**src/hw/exu_cfg.svh**
```systemverilog
`ifndef EXU_CFG_SVH
`define EXU_CFG_SVH

// data path width that the word ops assume
`define EXU_XLEN 64

// data memory depth in 64-bit words, always a power of two
`define EXU_DMEM_WORDS 256

`endif

```
**src/hw/exu_pkg.sv**
```systemverilog
`include "exu_cfg.svh"

package exu_pkg;

  typedef logic [`EXU_XLEN-1:0] xlen_t;
  typedef logic [31:0] word_t;
  typedef logic [5:0] func_t;
  typedef logic [7:0] wmask_t;
  typedef logic [$clog2(`EXU_DMEM_WORDS)-1:0] dmem_idx_t;

  // integer ops shared with the immediate forms
  localparam func_t Add    = 6'd0;
  localparam func_t Sub    = 6'd1;
  localparam func_t And    = 6'd2;
  localparam func_t Or     = 6'd3;
  localparam func_t Xor    = 6'd4;
  localparam func_t Sll    = 6'd5;
  localparam func_t Srl    = 6'd6;
  localparam func_t Sra    = 6'd7;
  localparam func_t Slt    = 6'd8;
  localparam func_t Sltu   = 6'd9;
  localparam func_t Mul    = 6'd10;
  localparam func_t Divu   = 6'd11;
  localparam func_t Remu   = 6'd12;
  // word ops
  localparam func_t Addw   = 6'd13;
  localparam func_t Subw   = 6'd14;
  localparam func_t Sllw   = 6'd15;
  localparam func_t Srlw   = 6'd16;
  localparam func_t Sraw   = 6'd17;
  localparam func_t Mulw   = 6'd18;
  localparam func_t Divw   = 6'd19;
  localparam func_t Remw   = 6'd20;
  localparam func_t Lui    = 6'd21;
  localparam func_t Auipc  = 6'd22;
  // loads and stores
  localparam func_t Ld     = 6'd23;
  localparam func_t Lw     = 6'd24;
  localparam func_t Lwu    = 6'd25;
  localparam func_t Lh     = 6'd26;
  localparam func_t Lhu    = 6'd27;
  localparam func_t Lb     = 6'd28;
  localparam func_t Lbu    = 6'd29;
  localparam func_t Sd     = 6'd30;
  localparam func_t Sw     = 6'd31;
  localparam func_t Sh     = 6'd32;
  localparam func_t Sb     = 6'd33;
  // control flow
  localparam func_t Beq    = 6'd34;
  localparam func_t Bne    = 6'd35;
  localparam func_t Blt    = 6'd36;
  localparam func_t Bge    = 6'd37;
  localparam func_t Bltu   = 6'd38;
  localparam func_t Bgeu   = 6'd39;
  localparam func_t Jal    = 6'd40;
  localparam func_t Jalr   = 6'd41;
  // codes above this highest one are illegal
  localparam func_t Ebreak = 6'd42;

endpackage

```
**src/hw/branch_unit.sv**
```systemverilog
`include "exu_cfg.svh"

module branch_unit import exu_pkg::*; (
  input  func_t func,
  input  xlen_t src1,
  input  xlen_t src2,
  input  xlen_t imm,
  input  xlen_t pc,
  output xlen_t dnpc,
  output xlen_t link
);

  logic  take;
  xlen_t target;
  xlen_t jalr_sum;

  assign link     = pc + xlen_t'(4);
  assign target   = pc + imm;
  assign jalr_sum = src1 + imm;

  always_comb begin
    case (func)
      Beq:     take = (src1 == src2);
      Bne:     take = (src1 != src2);
      Blt:     take = ($signed(src1) < $signed(src2));
      Bge:     take = ($signed(src1) >= $signed(src2));
      Bltu:    take = (src1 < src2);
      Bgeu:    take = (src1 >= src2);
      default: take = 1'b0;
    endcase
  end

  always_comb begin
    case (func)
      Beq, Bne, Blt, Bge, Bltu, Bgeu: dnpc = take ? target : link;
      Jal:     dnpc = target;
      // bit 0 of the jalr target is dropped
      Jalr:    dnpc = {jalr_sum[`EXU_XLEN-1:1], 1'b0};
      default: dnpc = link;
    endcase
  end

endmodule

```
**config.mk**
```make
export PLATFORM = sky130hd
export DESIGN_NAME = branch_unit
export DESIGN_NICKNAME = d
export VERILOG_FILES = /design/src/hw/exu_pkg.sv /design/src/hw/branch_unit.sv
export VERILOG_INCLUDE_DIRS = /design/src /design/src/hw
export SDC_FILE = /design/constraint.sdc
export NUM_CORES = 1
export LEC_CHECK = 0
export BUFFER_PORTS_ARGS = -buffer_cell sky130_fd_sc_hd__buf_2
export CORE_UTILIZATION = 39
export DETAILED_ROUTE_END_ITERATION = 10
export GPL_TIMING_DRIVEN = 0
export MAX_ROUTING_LAYER = met4
export PLACE_DENSITY = 0.64
export SLEW_MARGIN = 20
export SYNTH_ARGS = -nofsm -noshare
export SYNTH_HDL_FRONTEND = slang
export SYNTH_SLANG_ARGS = --single-unit
```
**constraint.sdc**
```tcl
create_clock -name vclk -period 11.3
set_input_delay 1.13 -clock vclk [all_inputs]
set_output_delay 1.13 -clock vclk [all_outputs]
set_load 0.03 [all_outputs]
```
Yosys cells after proc, flatten, opt, wreduce, memory -nomap -nowiden
Index checks and enable logic that the tools add are counted.
{ "totals": {"register_bits": 0, "inputBits": 262, "out_inout_bits": 128} }
{ "op_classes": {"add_sub_neg": 3, "n_lt_le_gt_ge": 4, "eq_ne": 10, "n_mux": 3, "n_reduce_logical": 1} }
{ "op_table": {"columns": ["operator", "n"], "rows": [
  ["$pmux 64 s3", 1],
  ["$add 64x64->64", 2],
  ["$ge 64x64->1", 2],
  ["$lt 64x64->1", 2],
  ["$add 64x3->64 const B", 1],
  ["$eq 64x64->1", 1],
  ["$mux 64", 1],
  ["$ne 64x64->1", 1],
  ["$eq 6x6->1 const B", 8],
  ["$pmux 1 s6", 1],
  ["$reduce_or 6->1", 1]
]} }

Depth between registers and ports, before layout
{ "depth": {"depth_word": 4, "depth_mapped": 14} }

Worst setup path before layout
OpenSTA, ideal clock, no wires.
{ "synth_path": {"path_kind": "input to output", "startpoint": "in src2[43]", "endpoint": "out dnpc[44]", "arrival_ps": 4345, "required_ps": 10170, "setup_slack_ps": 5825, "stages": 13, "cell_sequence": "inv_1 -> ha_1 -> a21oi_1 -> o21ai_1 -> a221o_1 -> a2111o_1 -> o221ai_1 -> o211a_1 -> mux2_2 -> a211oi_2 -> clkbuf_1 -> nand4_1 -> o221ai_1"} }
{ "synth_via": {"elab_chain_cells": 4} }
{ "synth_rtl": {"columns": ["element", "line", "rtl"], "rows": [
  ["start, declared", "branch_unit.sv:6", "input xlen_t src2,"],
  ["$ge 64x64->1 (tied with other cells)", "branch_unit.sv:28", "Bgeu: take = (src1 >= src2);"],
  ["$pmux 1 s6 (*)", "branch_unit.sv:22", "case (func)"],
  ["$mux 64 (*)", "branch_unit.sv:35", "Beq, Bne, Blt, Bge, Bltu, Bgeu: dnpc = take ? target : link;"],
  ["$pmux 64 s3 (*)", "branch_unit.sv:34", "case (func)"],
  ["end, declared", "branch_unit.sv:9", "output xlen_t dnpc,"]
]} }
Mark *: on every way between the ends. The rest lies on a longest branch, timed or not.

Worst setup path after layout
{ "layout_path": {"startpoint": "in src1[30]", "endpoint": "out dnpc[62]"} }
{ "layout_via": {"elab_chain_cells": 4} }
{ "layout_rtl": {"columns": ["element", "line", "rtl"], "rows": [
  ["start, declared", "branch_unit.sv:5", "input xlen_t src1,"],
  ["$ge 64x64->1 (tied with other cells)", "branch_unit.sv:28", null],
  ["$pmux 1 s6", "branch_unit.sv:22", null],
  ["$mux 64", "branch_unit.sv:35", null],
  ["$pmux 64 s3 (*)", "branch_unit.sv:34", null]
]} }
Marked as above.

==> results.tsv <==
metric	value	unit
status	complete, no violations	
maximum clock rate	0.137	GHz
Rows	61	
initial antenna violation count	2	
mean post-synth cell area	6.66	um^2
Via density	5.93	
vias	14434	
GP Congestion	1.03	
Syn. warnings	0	
hold crit path type	primary input to output port	
Clk pwr share	0	%
measured slew at the worst slew-check pin	1190	ps
count of clock buffers in the final design	0	
total core area	27900	um^2
Critical Path Stages	14	
vias in the first global route	13586	
Starting Density	39.8	%
most frequent CP cell	buf_2	
max_slew headroom	19.9	%
DRC viols	0	
setup TNS	0	ps
Synth top area share	21.4	%
largest net degree at the start of global routing	11	
Cells after Synth	1666	
sequential share of the synthesized area	0	%
Yosys top cell by area	ha_1	
pwr/cell area	55.6	nW/um^2
Final Setup Violations	0	
setup bufs post-CTS	0	
Cell Chain, Critical Path	buf_2 -> ha_1 -> nand4_1 -> nor4_1 -> a221oi_1 -> nor3_1 -> o221ai_1 -> o211a_1 -> mux2_2 -> a211oi_2 -> clkbuf_1 -> nand3_1 -> o211ai_1 -> buf_2	
Max rail drop VDD	0.0266	mV
register cell area after layout	0	um^2
kind of start point of the critical path	primary input	
placed cell count	2434	
nets@finish	2512	
Area Overhead vs Synth	22.0	%
hold path start	pc[11]	
cell internal pwr	284	uW
Seq cells	0	
Setup WS pre-CTS	4030	ps
most frequent cells after synthesis	ha_1, a21oi_1, nand2_1, nor2_1, inv_1	
RSZ-0062 raised after global routing	no	
Final period util	64.4	%
Tmin final	7270	ps
Crit. Startpoint	src1[30]	
GRT Total Usage	33.7	%
hpwl dp	42600	um
synthesized area	11100	um^2
boundary pin count	390	
Routed WL	49600	um
Die H	171	um
switching power total	468	uW
Max Cap Viol	0	
global-route wire length before repair	74200	um
endpoint class of the critical path	output port	
share of layout cells above drive strength 1	20.3	%
Net Sw Frac	62.3	%
leakage	6.67	nW
CP max-delay cell	clkbuf_1	
Routed WL per cell	20.4	um
Detailed Routing Iterations Pass 1	5	
Synth cell types	72	
WP data required	10170	ps
crit path buf inv count	3	
setup ws final	4030	ps
Cell Area, Placed	13500	um^2
Final Slew Violations	0	
port bufs	390	
crit-path max cell delay	770	ps
Worst Path Max Fanout	10	
Syn Nets	2120	
Synth area leaders	ha_1, xnor2_1, a21oi_1	
CP delay by family, top	compound AO/OA/AOI/OAI gates	
Worst Hold Depth	3	
Iter 0 DRT Violations	1130	
grt ovf	0	
full die area	29100	um^2
DRT antenna net count	0	
critical path arrival	6140	ps
Die Wd	171	um
crit path kind	primary input to output port	
top-count cell post-synth	ha_1	
register share of total power	0	%
final hold vios	0	
PostCTS Resize Cnt	0	
Comb pwr share	100.0	%
final cell count without fillers	2436	
final instance area	13500	um^2
CTS Hold Buffers Added	0	
-- routing by layer --
layer	routed length, um	vias to the layer above	global-route usage, %
met5	0	-	-
met1	20800	6735	41.7
met3	3560	82	2.96
met2	24000	630	58.8
li1	-	6987	-
met4	1280	0	8.07
-- cells in the final DEF, fill, tap and decap left out, types with 61 or more instances in the layout --
master and count:
buf_2 393, ha_1 190, a21oi_1 165, nand2_1 157, nor2_1 116, inv_1 115, xnor2_1 109, o21ai_0 103
a21o_1 70, nand3_1 69, xor2_1 61
-- cell type report --
type | instances | area (um^2)
antenna | 2 | 5.00
buffer | 63 | 248
fill | 3009 | 14300
inverter | 115 | 432
multi-input combinational | 1488 | 10400
tap | 378 | 473
timing repair buffer | 390 | 1950
-- power by group through the flow --
stage	combinational (mW)	clock, mW	sequential [mW]
2_1_floorplan	0.505	0	0
4_1_cts	0.741	0	0
3_5_place_dp	0.737	0	0
5_1_grt	0.821	0.0000000237	0
6_report	0.751	0.0000000237	0
3_3_place_gp	0.733	0	0
-- through the flow --
stage	power, mW	utilization (%)	hold slack [ps]
2_1_floorplan	0.505	-	2370
3_3_place_gp	0.733	48.5	2640
3_5_place_dp	0.737	48.5	2640
4_1_cts	0.741	48.5	2640
5_1_grt	0.821	48.6	2660
6_report	0.751	48.6	2640
-- cells by family after synthesis --
kind of cell | Yosys count | synth area share, %
adders and majority gates | 192 | 21.8
xor gates and xnor gates | 170 | 13.4
AOI/OAI and AO/OA | 554 | 32.8
buffers and inverters | 178 | 6.13
and+or+nand+nor | 563 | 25.0
muxes | 9 | 0.846
-- final timing paths --
kind / endpoint
hold / removal: link[11]
setup / recovery: dnpc[62]
Power figures use the tool's default switching activity.
