--- src/hw/exu_cfg.svh ---
`ifndef EXU_CFG_SVH
`define EXU_CFG_SVH

// data path width that the word ops assume
`define EXU_XLEN 64

// data memory depth in 64-bit words, always a power of two
`define EXU_DMEM_WORDS 256

`endif

--- src/hw/exu_pkg.sv ---
`include "exu_cfg.svh"

package exu_pkg;

  typedef logic [`EXU_XLEN-1:0] xlen_t;
  typedef logic [31:0] word_t;
  typedef logic [5:0] func_t;
  typedef logic [7:0] wmask_t;
  typedef logic [$clog2(`EXU_DMEM_WORDS)-1:0] dmem_idx_t;

  // integer ops shared with the immediate forms
  localparam func_t Add    = 6'd0;
  localparam func_t Sub    = 6'd1;
  localparam func_t And    = 6'd2;
  localparam func_t Or     = 6'd3;
  localparam func_t Xor    = 6'd4;
  localparam func_t Sll    = 6'd5;
  localparam func_t Srl    = 6'd6;
  localparam func_t Sra    = 6'd7;
  localparam func_t Slt    = 6'd8;
  localparam func_t Sltu   = 6'd9;
  localparam func_t Mul    = 6'd10;
  localparam func_t Divu   = 6'd11;
  localparam func_t Remu   = 6'd12;
  // word ops
  localparam func_t Addw   = 6'd13;
  localparam func_t Subw   = 6'd14;
  localparam func_t Sllw   = 6'd15;
  localparam func_t Srlw   = 6'd16;
  localparam func_t Sraw   = 6'd17;
  localparam func_t Mulw   = 6'd18;
  localparam func_t Divw   = 6'd19;
  localparam func_t Remw   = 6'd20;
  localparam func_t Lui    = 6'd21;
  localparam func_t Auipc  = 6'd22;
  // loads and stores
  localparam func_t Ld     = 6'd23;
  localparam func_t Lw     = 6'd24;
  localparam func_t Lwu    = 6'd25;
  localparam func_t Lh     = 6'd26;
  localparam func_t Lhu    = 6'd27;
  localparam func_t Lb     = 6'd28;
  localparam func_t Lbu    = 6'd29;
  localparam func_t Sd     = 6'd30;
  localparam func_t Sw     = 6'd31;
  localparam func_t Sh     = 6'd32;
  localparam func_t Sb     = 6'd33;
  // control flow
  localparam func_t Beq    = 6'd34;
  localparam func_t Bne    = 6'd35;
  localparam func_t Blt    = 6'd36;
  localparam func_t Bge    = 6'd37;
  localparam func_t Bltu   = 6'd38;
  localparam func_t Bgeu   = 6'd39;
  localparam func_t Jal    = 6'd40;
  localparam func_t Jalr   = 6'd41;
  // codes above this highest one are illegal
  localparam func_t Ebreak = 6'd42;

endpackage

--- src/hw/mem_if.sv ---
interface mem_if import exu_pkg::*; ();

  dmem_idx_t addr;
  xlen_t     wdata;
  wmask_t    wmask;
  logic      we;
  xlen_t     rdata;

  modport lsu_side (
    output addr, wdata, wmask, we,
    input  rdata
  );

  modport mem_side (
    input  addr, wdata, wmask, we,
    output rdata
  );

endinterface

--- src/hw/lsu.sv ---
module lsu import exu_pkg::*; (
  input  logic    rst,
  input  func_t   func,
  input  xlen_t   src1,
  input  xlen_t   src2,
  input  xlen_t   imm,
  output xlen_t   load_result,
  mem_if.lsu_side mem
);

  xlen_t      eff_addr;
  logic [2:0] offset;
  wmask_t     base_mask;
  logic       is_store;
  xlen_t      shifted;

  assign eff_addr = src1 + imm;
  assign offset   = eff_addr[2:0];

  // higher address bits wrap around the memory
  assign mem.addr = eff_addr[$bits(dmem_idx_t)+2:3];

  always_comb begin
    case (func)
      Sd:      base_mask = 8'hff;
      Sw:      base_mask = 8'h0f;
      Sh:      base_mask = 8'h03;
      Sb:      base_mask = 8'h01;
      default: base_mask = 8'h00;
    endcase
  end

  assign is_store  = (base_mask != '0);
  assign mem.we    = is_store && !rst;
  // lanes follow the byte offset
  assign mem.wmask = mem.we ? wmask_t'(base_mask << offset) : '0;
  assign mem.wdata = src2 << {offset, 3'b000};

  // bring the addressed byte down to lane 0
  assign shifted = mem.rdata >> {offset, 3'b000};

  always_comb begin
    case (func)
      Ld:      load_result = shifted;
      Lw:      load_result = {{32{shifted[31]}}, shifted[31:0]};
      Lwu:     load_result = {32'b0, shifted[31:0]};
      Lh:      load_result = {{48{shifted[15]}}, shifted[15:0]};
      Lhu:     load_result = {48'b0, shifted[15:0]};
      Lb:      load_result = {{56{shifted[7]}}, shifted[7:0]};
      Lbu:     load_result = {56'b0, shifted[7:0]};
      default: load_result = '0;
    endcase
  end

endmodule

--- src/flat_wrapper.sv ---
// flat-port wrapper written by rule: the top's interface ports become plain ports
module lsu_flat import exu_pkg::*;
  (rst, func, src1, src2, imm, load_result, mem_addr, mem_wdata, mem_wmask, mem_we, mem_rdata);
  mem_if mem_i ();
  input  logic rst;
  input  func_t func;
  input  xlen_t src1;
  input  xlen_t src2;
  input  xlen_t imm;
  output xlen_t load_result;
  output wire logic [$bits(mem_i.addr)-1:0] mem_addr;
  output wire logic [$bits(mem_i.wdata)-1:0] mem_wdata;
  output wire logic [$bits(mem_i.wmask)-1:0] mem_wmask;
  output wire logic [$bits(mem_i.we)-1:0] mem_we;
  input wire logic [$bits(mem_i.rdata)-1:0] mem_rdata;
  assign mem_addr = mem_i.addr;
  assign mem_wdata = mem_i.wdata;
  assign mem_wmask = mem_i.wmask;
  assign mem_we = mem_i.we;
  assign mem_i.rdata = mem_rdata;
  lsu u_core (.rst(rst), .func(func), .src1(src1), .src2(src2), .imm(imm), .load_result(load_result), .mem(mem_i));
endmodule
--- config.mk ---
export PLATFORM = sky130hd
export DESIGN_NAME = lsu_flat
export DESIGN_NICKNAME = d
export VERILOG_FILES = /design/src/hw/exu_pkg.sv /design/src/hw/mem_if.sv /design/src/hw/lsu.sv /design/src/flat_wrapper.sv
export VERILOG_INCLUDE_DIRS = /design/src /design/src/hw
export SDC_FILE = /design/constraint.sdc
export NUM_CORES = 1
export LEC_CHECK = 0
export ABC_CLOCK_PERIOD_IN_PS = 2900
export BUFFER_PORTS_ARGS = -buffer_cell sky130_fd_sc_hd__buf_4
export CAP_MARGIN = 20
export CORE_AREA = 2 2 156 158
export DETAILED_ROUTE_END_ITERATION = 6
export DIE_AREA = 0 0 158 160
export GPL_TIMING_DRIVEN = 0
export PLACE_DENSITY = 0.59
export SKIP_LAST_GASP = 1
export SLEW_MARGIN = 15
export SYNTH_ARGS = -nofsm -noshare
export SYNTH_HDL_FRONTEND = slang
export SYNTH_SLANG_ARGS = --single-unit
--- constraint.sdc ---
create_clock -name vclk -period 2.9
set_input_delay 0.435 -clock vclk [all_inputs]
set_output_delay 0.435 -clock vclk [all_outputs]
set_load 0.02 [all_outputs]
### Yosys cells after proc, flatten, opt, wreduce, memory -nomap -nowiden

Index checks and enable logic that the tools add are counted.

| word-level totals | value |
|---|---|
| bits in registers | 0 |
| input bits | 263 |
| output and inout bits | 145 |
| logic and storage cells | 21 |

| cells by class | value |
|---|---|
| $add $sub $neg | 1 |
| equality and inequality tests | 11 |
| shift-type cells | 3 |
| multiplexer cells | 3 |
| reductions and logical operators | 3 |

Operators by type and width:

| operator | count |
|---|---|
| case mux 64 bit (7 select lines) | 1 |
| left shift 64 x 6 -> 64 bit | 1 |
| right shift 64 x 6 -> 64 bit | 1 |
| equality test 6 x 5 -> 1 bit (second input constant) | 9 |
| case mux 8 bit (4 select lines) | 1 |
| equality test 6 bit (second input constant) | 2 |
| adder 11 bit | 1 |
| two-way mux 8 bit | 1 |
| nonzero test 8 bit | 1 |
| left shift 8 x 3 -> 8 bit | 1 |
| logical AND 1 bit | 1 |
| zero test 1 bit | 1 |

### Depth between registers and ports, before layout

Gate-level depths: netlist of the first run.

| logic depth | value |
|---|---|
| depth in word-level cells | 5 |
| depth in mapped cells | 10 |
| mapped depth without buffers | 8 |

### Least setup slack after synthesis of the first run

Ideal clock, no wire load.

| path | value |
|---|---|
| path kind | input to output |
| start | in src1[0] |
| end | out mem_wmask[6] |
| arrival time | 2.984 ns |
| data required time | 2.465 ns |
| path slack | -0.519 ns |
| stages | 8 |
| buffers on the path | 3 |
| cells stage by stage | ha_1 -> inv_1 -> fa_1 -> buf_2 -> buf_2 -> buf_2 -> nor2_1 -> a2111oi_0 |

| on the way | value |
|---|---|
| cells in the longest elaborated chain, start to end | 3 |

Ends and longest elaborated chain:

| what | RTL line | RTL |
|---|---|---|
| from (decl) | flat_wrapper.sv:7 | `input xlen_t src1;` |
| adder 11 bit | lsu.sv:17 | `assign eff_addr = src1 + imm;` |
| left shift 8 x 3 -> 8 bit | lsu.sv:36 | `assign mem.wmask = mem.we ? wmask_t'(base_mask << offset) : '0;` |
| two-way mux 8 bit | lsu.sv:36 |  |
| to (decl) | flat_wrapper.sv:13 | `output wire logic [$bits(mem_i.wmask)-1:0] mem_wmask;` |

No other way between the ends.

### Worst setup path in the final report of the first run

| path | value |
|---|---|
| start | in src1[0] |
| end | out load_result[60] |

| on the way | value |
|---|---|
| cells in the longest elaborated chain, start to end | 3 |

Ends and longest elaborated chain:

| what | RTL line | RTL |
|---|---|---|
| adder 11 bit | lsu.sv:17 |  |
| right shift 64 x 6 -> 64 bit | lsu.sv:40 | `assign shifted = mem.rdata >> {offset, 3'b000};` |
| case mux 64 bit (7 select lines) | lsu.sv:43 | `case (func)` |
| to (decl) | flat_wrapper.sv:10 | `output xlen_t load_result;` |

No other way between the ends.

==> results.cfg, run 1 <==
[floorplan]
ios = 408
start_util_pct = 18.5
die_h_um = 160
core_mm2 = 0.0238
die_w_um = 158
dieArea_mm2 = 0.0253
rows = 57

[timing]
slew_violations = 0
slew_headroom_pct = 26.1
final.period_utilization_pct = 111
rsz0062_at_grt = yes
tightest_slew_ns = 1.11
max_freq_ghz = 0.311
hold_viol = 0
setup_ws_ns = -0.314
setup_viol = 84
period_minus_slack_ns = 3.21

[yosys]
synthCells = 695
syn_nets = 969
avgSynthCellArea_um2 = 6.33
ys_seq_area_share_pct = 0
ys.warnings.count = 0
netlist_area_mm2 = 0.00440
ys_types = 54

[grt]
first_global_vias = 7246
grt_overflow = 0
grt_usage_pct = 24.8
grt_max_degree = 11
grt_pass1_wl_um = 46800
antenna_found_initial = 0

[power_and_ir_drop]
p_leak_nw = 4.31
power.density_mw_per_mm2 = 350
ir_drop_v = 0.000165

[outcome]
violations = negative setup slack
outcome = finished, violations left

[final_layout]
most-common-layout-cells = buf_4, nand2_1, buf_6
final-seq-area_um2 = 0
synthToLayoutAreaGrowth_pct = 113
nClkBuffers = 0
postLayoutCoreUtil_pct = 39.3
drive_above_1_share_pct = 57.2
final_common_cell = buf_4
flops_and_latches = 0
diodes = 0
final_cells = 1375
nets = 1327

[min_path]
hp-class = in -> out
hold_path_depth = 3

[drt]
vias = 7313
post_drt_wl_per_cell_um = 24.8
ant_nets = 0
first_pass_iters = 5
drt-total-wl_um = 34100
drtIter0Drc = 618
post-route-drc-count = 0
vias_per_cell = 5.32

[place]
dpl.cell_count = 1320
place.gp.congestion = 0.870
io_buffers = 300
post-dp-hpwl_um = 25100
post-place-ws_ns = -1.24

[worst_setup_path]
crit_top_cell = buf_6
cp-start-kind = input pin
max_stage_delay_ns = 0.51
critical_path.startpoint = src1[0]
cp.arrival_ns = 2.78
cp_max_fo = 6
path_delay_family = buffers and inverters
worstPathCellList = buf_6 -> ha_4 -> inv_2 -> fa_2 -> buf_8 -> inv_6 -> mux4_2 -> o22a_4 -> o21a_4 -> buf_12 -> buf_16 -> nand2_4 -> buf_6
critPathSlowestCell = mux4_2
end_kind = output port
crit_end = load_result[60]
path_depth = 13
path_class = in -> out
worst-path-buf-inv = 7
worstPathRequired_ns = 2.47

[flow_run]
maxCapViolCount = 0

[clock_network]
cts-hold-fix-buffers = 0
## cells in the mapped netlist (3+ instances only)
cell type  count  area [um^2]
mux2i_1       58          581
a31oi_1       22          138
buf_4          3         22.5
clkbuf_1      29          109
a22oi_1       15          113
inv_1          8         30.0
buf_6          3         33.8
and3_1        13         81.3
a211oi_1      14          105
mux4_2        19          428
o31ai_1        9         67.6
xnor2_1        9         78.8
a31o_2         5         43.8
nand2_1      151          567
ha_1          10          125
a21o_1         4         30.0
nor3_1        14         70.1
a21oi_1       61          305
nor2b_1        3         18.8
buf_2         25          125
buf_1          9         33.8
nand2b_1       3         18.8
mux2_2        24          270
a211o_1        3         26.3
nor2_1        68          255
o21ai_0       54          270
nand3_1       24          120
and2_1         5         31.3
## kinds of logic (layout without fill, tap and decap cells)
kind of cell | count (synthesis) | count (layout) | synth area share (%)
xor gates and xnor gates | 11 | 11 | 2.36
and+or+nand+nor | 293 | 293 | 28.7
AOI/OAI and AO/OA | 201 | 201 | 28.0
muxes | 102 | 102 | 29.6
buffers and inverters | 77 | 433 | 8.05
adders and majority gates | 11 | 11 | 3.30
## where the power goes
| part | switching [mW] | internal [mW] | total, mW |
|---|---|---|---|
| Combinational | 1.80 | 1.47 | 3.27 |
| Sequential | 0 | 0 | 0 |
| Clock | 0 | 0 | 0 |
| Total | 1.80 | 1.47 | 3.27 |
## how the worst min path moves through the flow
stage / from / end / slack (ns)
finish: rst / mem_wmask[7] / 1.15
global route: rst / mem_wmask[7] / 1.15
CTS: rst / mem_wmask[7] / 1.16
detailed placement: rst / mem_wmask[7] / 1.15
global placement: rst / mem_wmask[7] / 1.15
floorplan: rst / mem_wmask[7] / 0.91
## per-stage QoR
step | setup TNS, ns | total power, mW | cell area, um^2 | hold slack, ns
final | -15.23 | 3.27 | 9360 | 1.15
after global routing | -20.53 | 3.43 | 9360 | 1.15
after floorplan | -0.569 | 1.41 | 4590 | 0.914
after detailed placement | -100.14 | 2.47 | 7260 | 1.15
after global placement | -98.47 | 2.46 | 7250 | 1.15
after CTS | -13.94 | 2.88 | 8530 | 1.16
## layout make-up
class | count | area [um^2]
fill | 2522 | 14500
multi-input combinational | 618 | 4890
timing repair buffer | 358 | 3190
buffer | 67 | 845
tap | 324 | 405
inverter | 8 | 38.8
## metal layers
layer	GRT usage (%)	routed length, um
met1	30.5	13100
met2	42.8	16600
met3	5.10	3420
met4	8.48	915
met5	0	0
## worst min-delay path, stage by stage
cell and delay [ns]:
buf_4 0.09, a211oi_2 0.03, buf_4 0.15
## what timing repair did
action	in CTS	in global routing
endpoints found under the setup margin	135	105
cloned	7	5
pin swaps	13	27
setup buffers	17	30
gates resized for setup	251	142
Power figures use the tool's default switching activity.
==> inputs of run 2 (changes only) <==
--- a/config.mk
+++ b/config.mk
@@ -9,11 +9,11 @@
 export ABC_CLOCK_PERIOD_IN_PS = 2900
 export BUFFER_PORTS_ARGS = -buffer_cell sky130_fd_sc_hd__buf_4
 export CAP_MARGIN = 20
-export CORE_AREA = 2 2 156 158
+export CORE_AREA = 8 8 154 156
 export DETAILED_ROUTE_END_ITERATION = 6
-export DIE_AREA = 0 0 158 160
+export DIE_AREA = 0 0 162 164
 export GPL_TIMING_DRIVEN = 0
-export PLACE_DENSITY = 0.59
+export PLACE_DENSITY = 0.63
 export SKIP_LAST_GASP = 1
 export SLEW_MARGIN = 15
 export SYNTH_ARGS = -nofsm -noshare
==> results.cfg, run 2 (synthesis gave the netlist of run 1 again) <==
[drt]
vias_per_cell = 5.53
drtIter0Drc = 680
post_drt_wl_per_cell_um = 26.0
vias = 7280
first_pass_iters = 7
ant_nets = 0
drt-total-wl_um = 34200
post-route-drc-count = 0

[grt]
first_global_vias = 7500
grt_pass1_wl_um = 47200
grt_usage_pct = 23.4
antenna_found_initial = 1
grt_max_degree = 11
grt_overflow = 0

[worst_setup_path]
end_kind = output port
path_delay_family = buffers and inverters
worstPathRequired_ns = 2.47
cp.arrival_ns = 2.81
cp_max_fo = 6
path_class = in -> out
cp-start-kind = input pin
worstPathCellList = buf_8 -> ha_4 -> inv_2 -> fa_2 -> buf_12 -> nor2b_1 -> and3_1 -> a31oi_2 -> o21a_4 -> buf_12 -> buf_12 -> nand2_4 -> buf_8
worst-path-buf-inv = 6
crit_top_cell = buf_12
max_stage_delay_ns = 0.48
critPathSlowestCell = fa_2

[power_and_ir_drop]
power_mw = 3.17
power_frac_comb_pct = 100.0
power.density_mw_per_mm2 = 354
switchingPower_mw = 1.78
p_int_mw = 1.39
p_clk_share_pct = 0
pwr-share-seq_pct = 0
ir_drop_v = 0.000129
p_leak_nw = 4.16
switching_share_pct = 56.0

[floorplan]
dieArea_mm2 = 0.0266
ios = 408
rows = 54
die_w_um = 162
core_mm2 = 0.0214
die_h_um = 164
start_util_pct = 20.6

[timing]
setup_viol = 99
tightest_slew_ns = 1.09
slew_violations = 0
period_minus_slack_ns = 3.24
hold_viol = 0
setup_ws_ns = -0.342
fin_setup_tns_ns = -18.16
final.period_utilization_pct = 112
slew_headroom_pct = 26.6
worst_hold_slack_ns = 1.14
rsz0062_at_grt = yes
max_freq_ghz = 0.308

[final_layout]
nets = 1311
final_cells = 1316
synthToLayoutAreaGrowth_pct = 104
final_common_cell = buf_4
postLayoutCoreUtil_pct = 41.9
flops_and_latches = 0
most-common-layout-cells = buf_4, nand2_1, buf_6
drive_above_1_share_pct = 56.3
final-seq-area_um2 = 0
nClkBuffers = 0

[clock_network]
cts-hold-fix-buffers = 0

[flow_run]
maxCapViolCount = 0

[place]
place.gp.congestion = 0.930
io_buffers = 300
dpl.cell_count = 1275
post-dp-hpwl_um = 26200

[outcome]
violations = negative setup slack
outcome = finished, violations left

[min_path]
hp-class = in -> out
## run 2: worst min-delay path, delay by kind of cell
family          cells  cell delay, ns
buf+inv             2            0.24
compound gates      1            0.03
## run 2: what timing repair did
item | 4_1_cts | 5_1_grt
cloned | 4 | 4
pin swaps | 12 | 29
setup endpoints to repair | 135 | 119
setup buffers | 17 | 21
resized for setup | 223 | 131
## run 2: final timing paths
kind	from	endpoint	slack (ns)	cells past startpoint
worst min-delay path	rst	mem_wmask[7]	1.14	3
worst max-delay path	src1[0]	load_result[43]	-0.34	13
## run 2: stage by stage
step                worst slack (ns)  area, um^2
global route                  -0.405        8950
finish                        -0.342        8950
floorplan                    -0.0681        4590
detailed placement             -1.05        7200
CTS                           -0.396        8280
global placement               -1.04        7200
## run 2: power by group through the flow
| stage | sequential, mW | clock, mW | combinational [mW] |
|---|---|---|---|
| global route | 0 | 0.0000000461 | 3.32 |
| detailed placement | 0 | 0 | 2.47 |
| finish | 0 | 0.0000000462 | 3.17 |
| global placement | 0 | 0 | 2.46 |
| floorplan | 0 | 0 | 1.41 |
| CTS | 0 | 0 | 2.82 |
## run 2: final cells by class
cell class         count  area, um^2
multi-input cells    618        4770
plain buffers         66         741
fillers             2207       12400
inverters              8        46.3
diodes                 1        2.50
well taps            280         350
repair buffers       343        3030
## run 2: routing by layer
layer | global-route usage (%) | wire length, um | vias up
li1 | - | - | 3227
met1 | 26.8 | 12700 | 3459
met2 | 40.4 | 16200 | 512
met3 | 7.44 | 3940 | 82
met4 | 8.33 | 1430 | 0
met5 | 0 | 0 | -
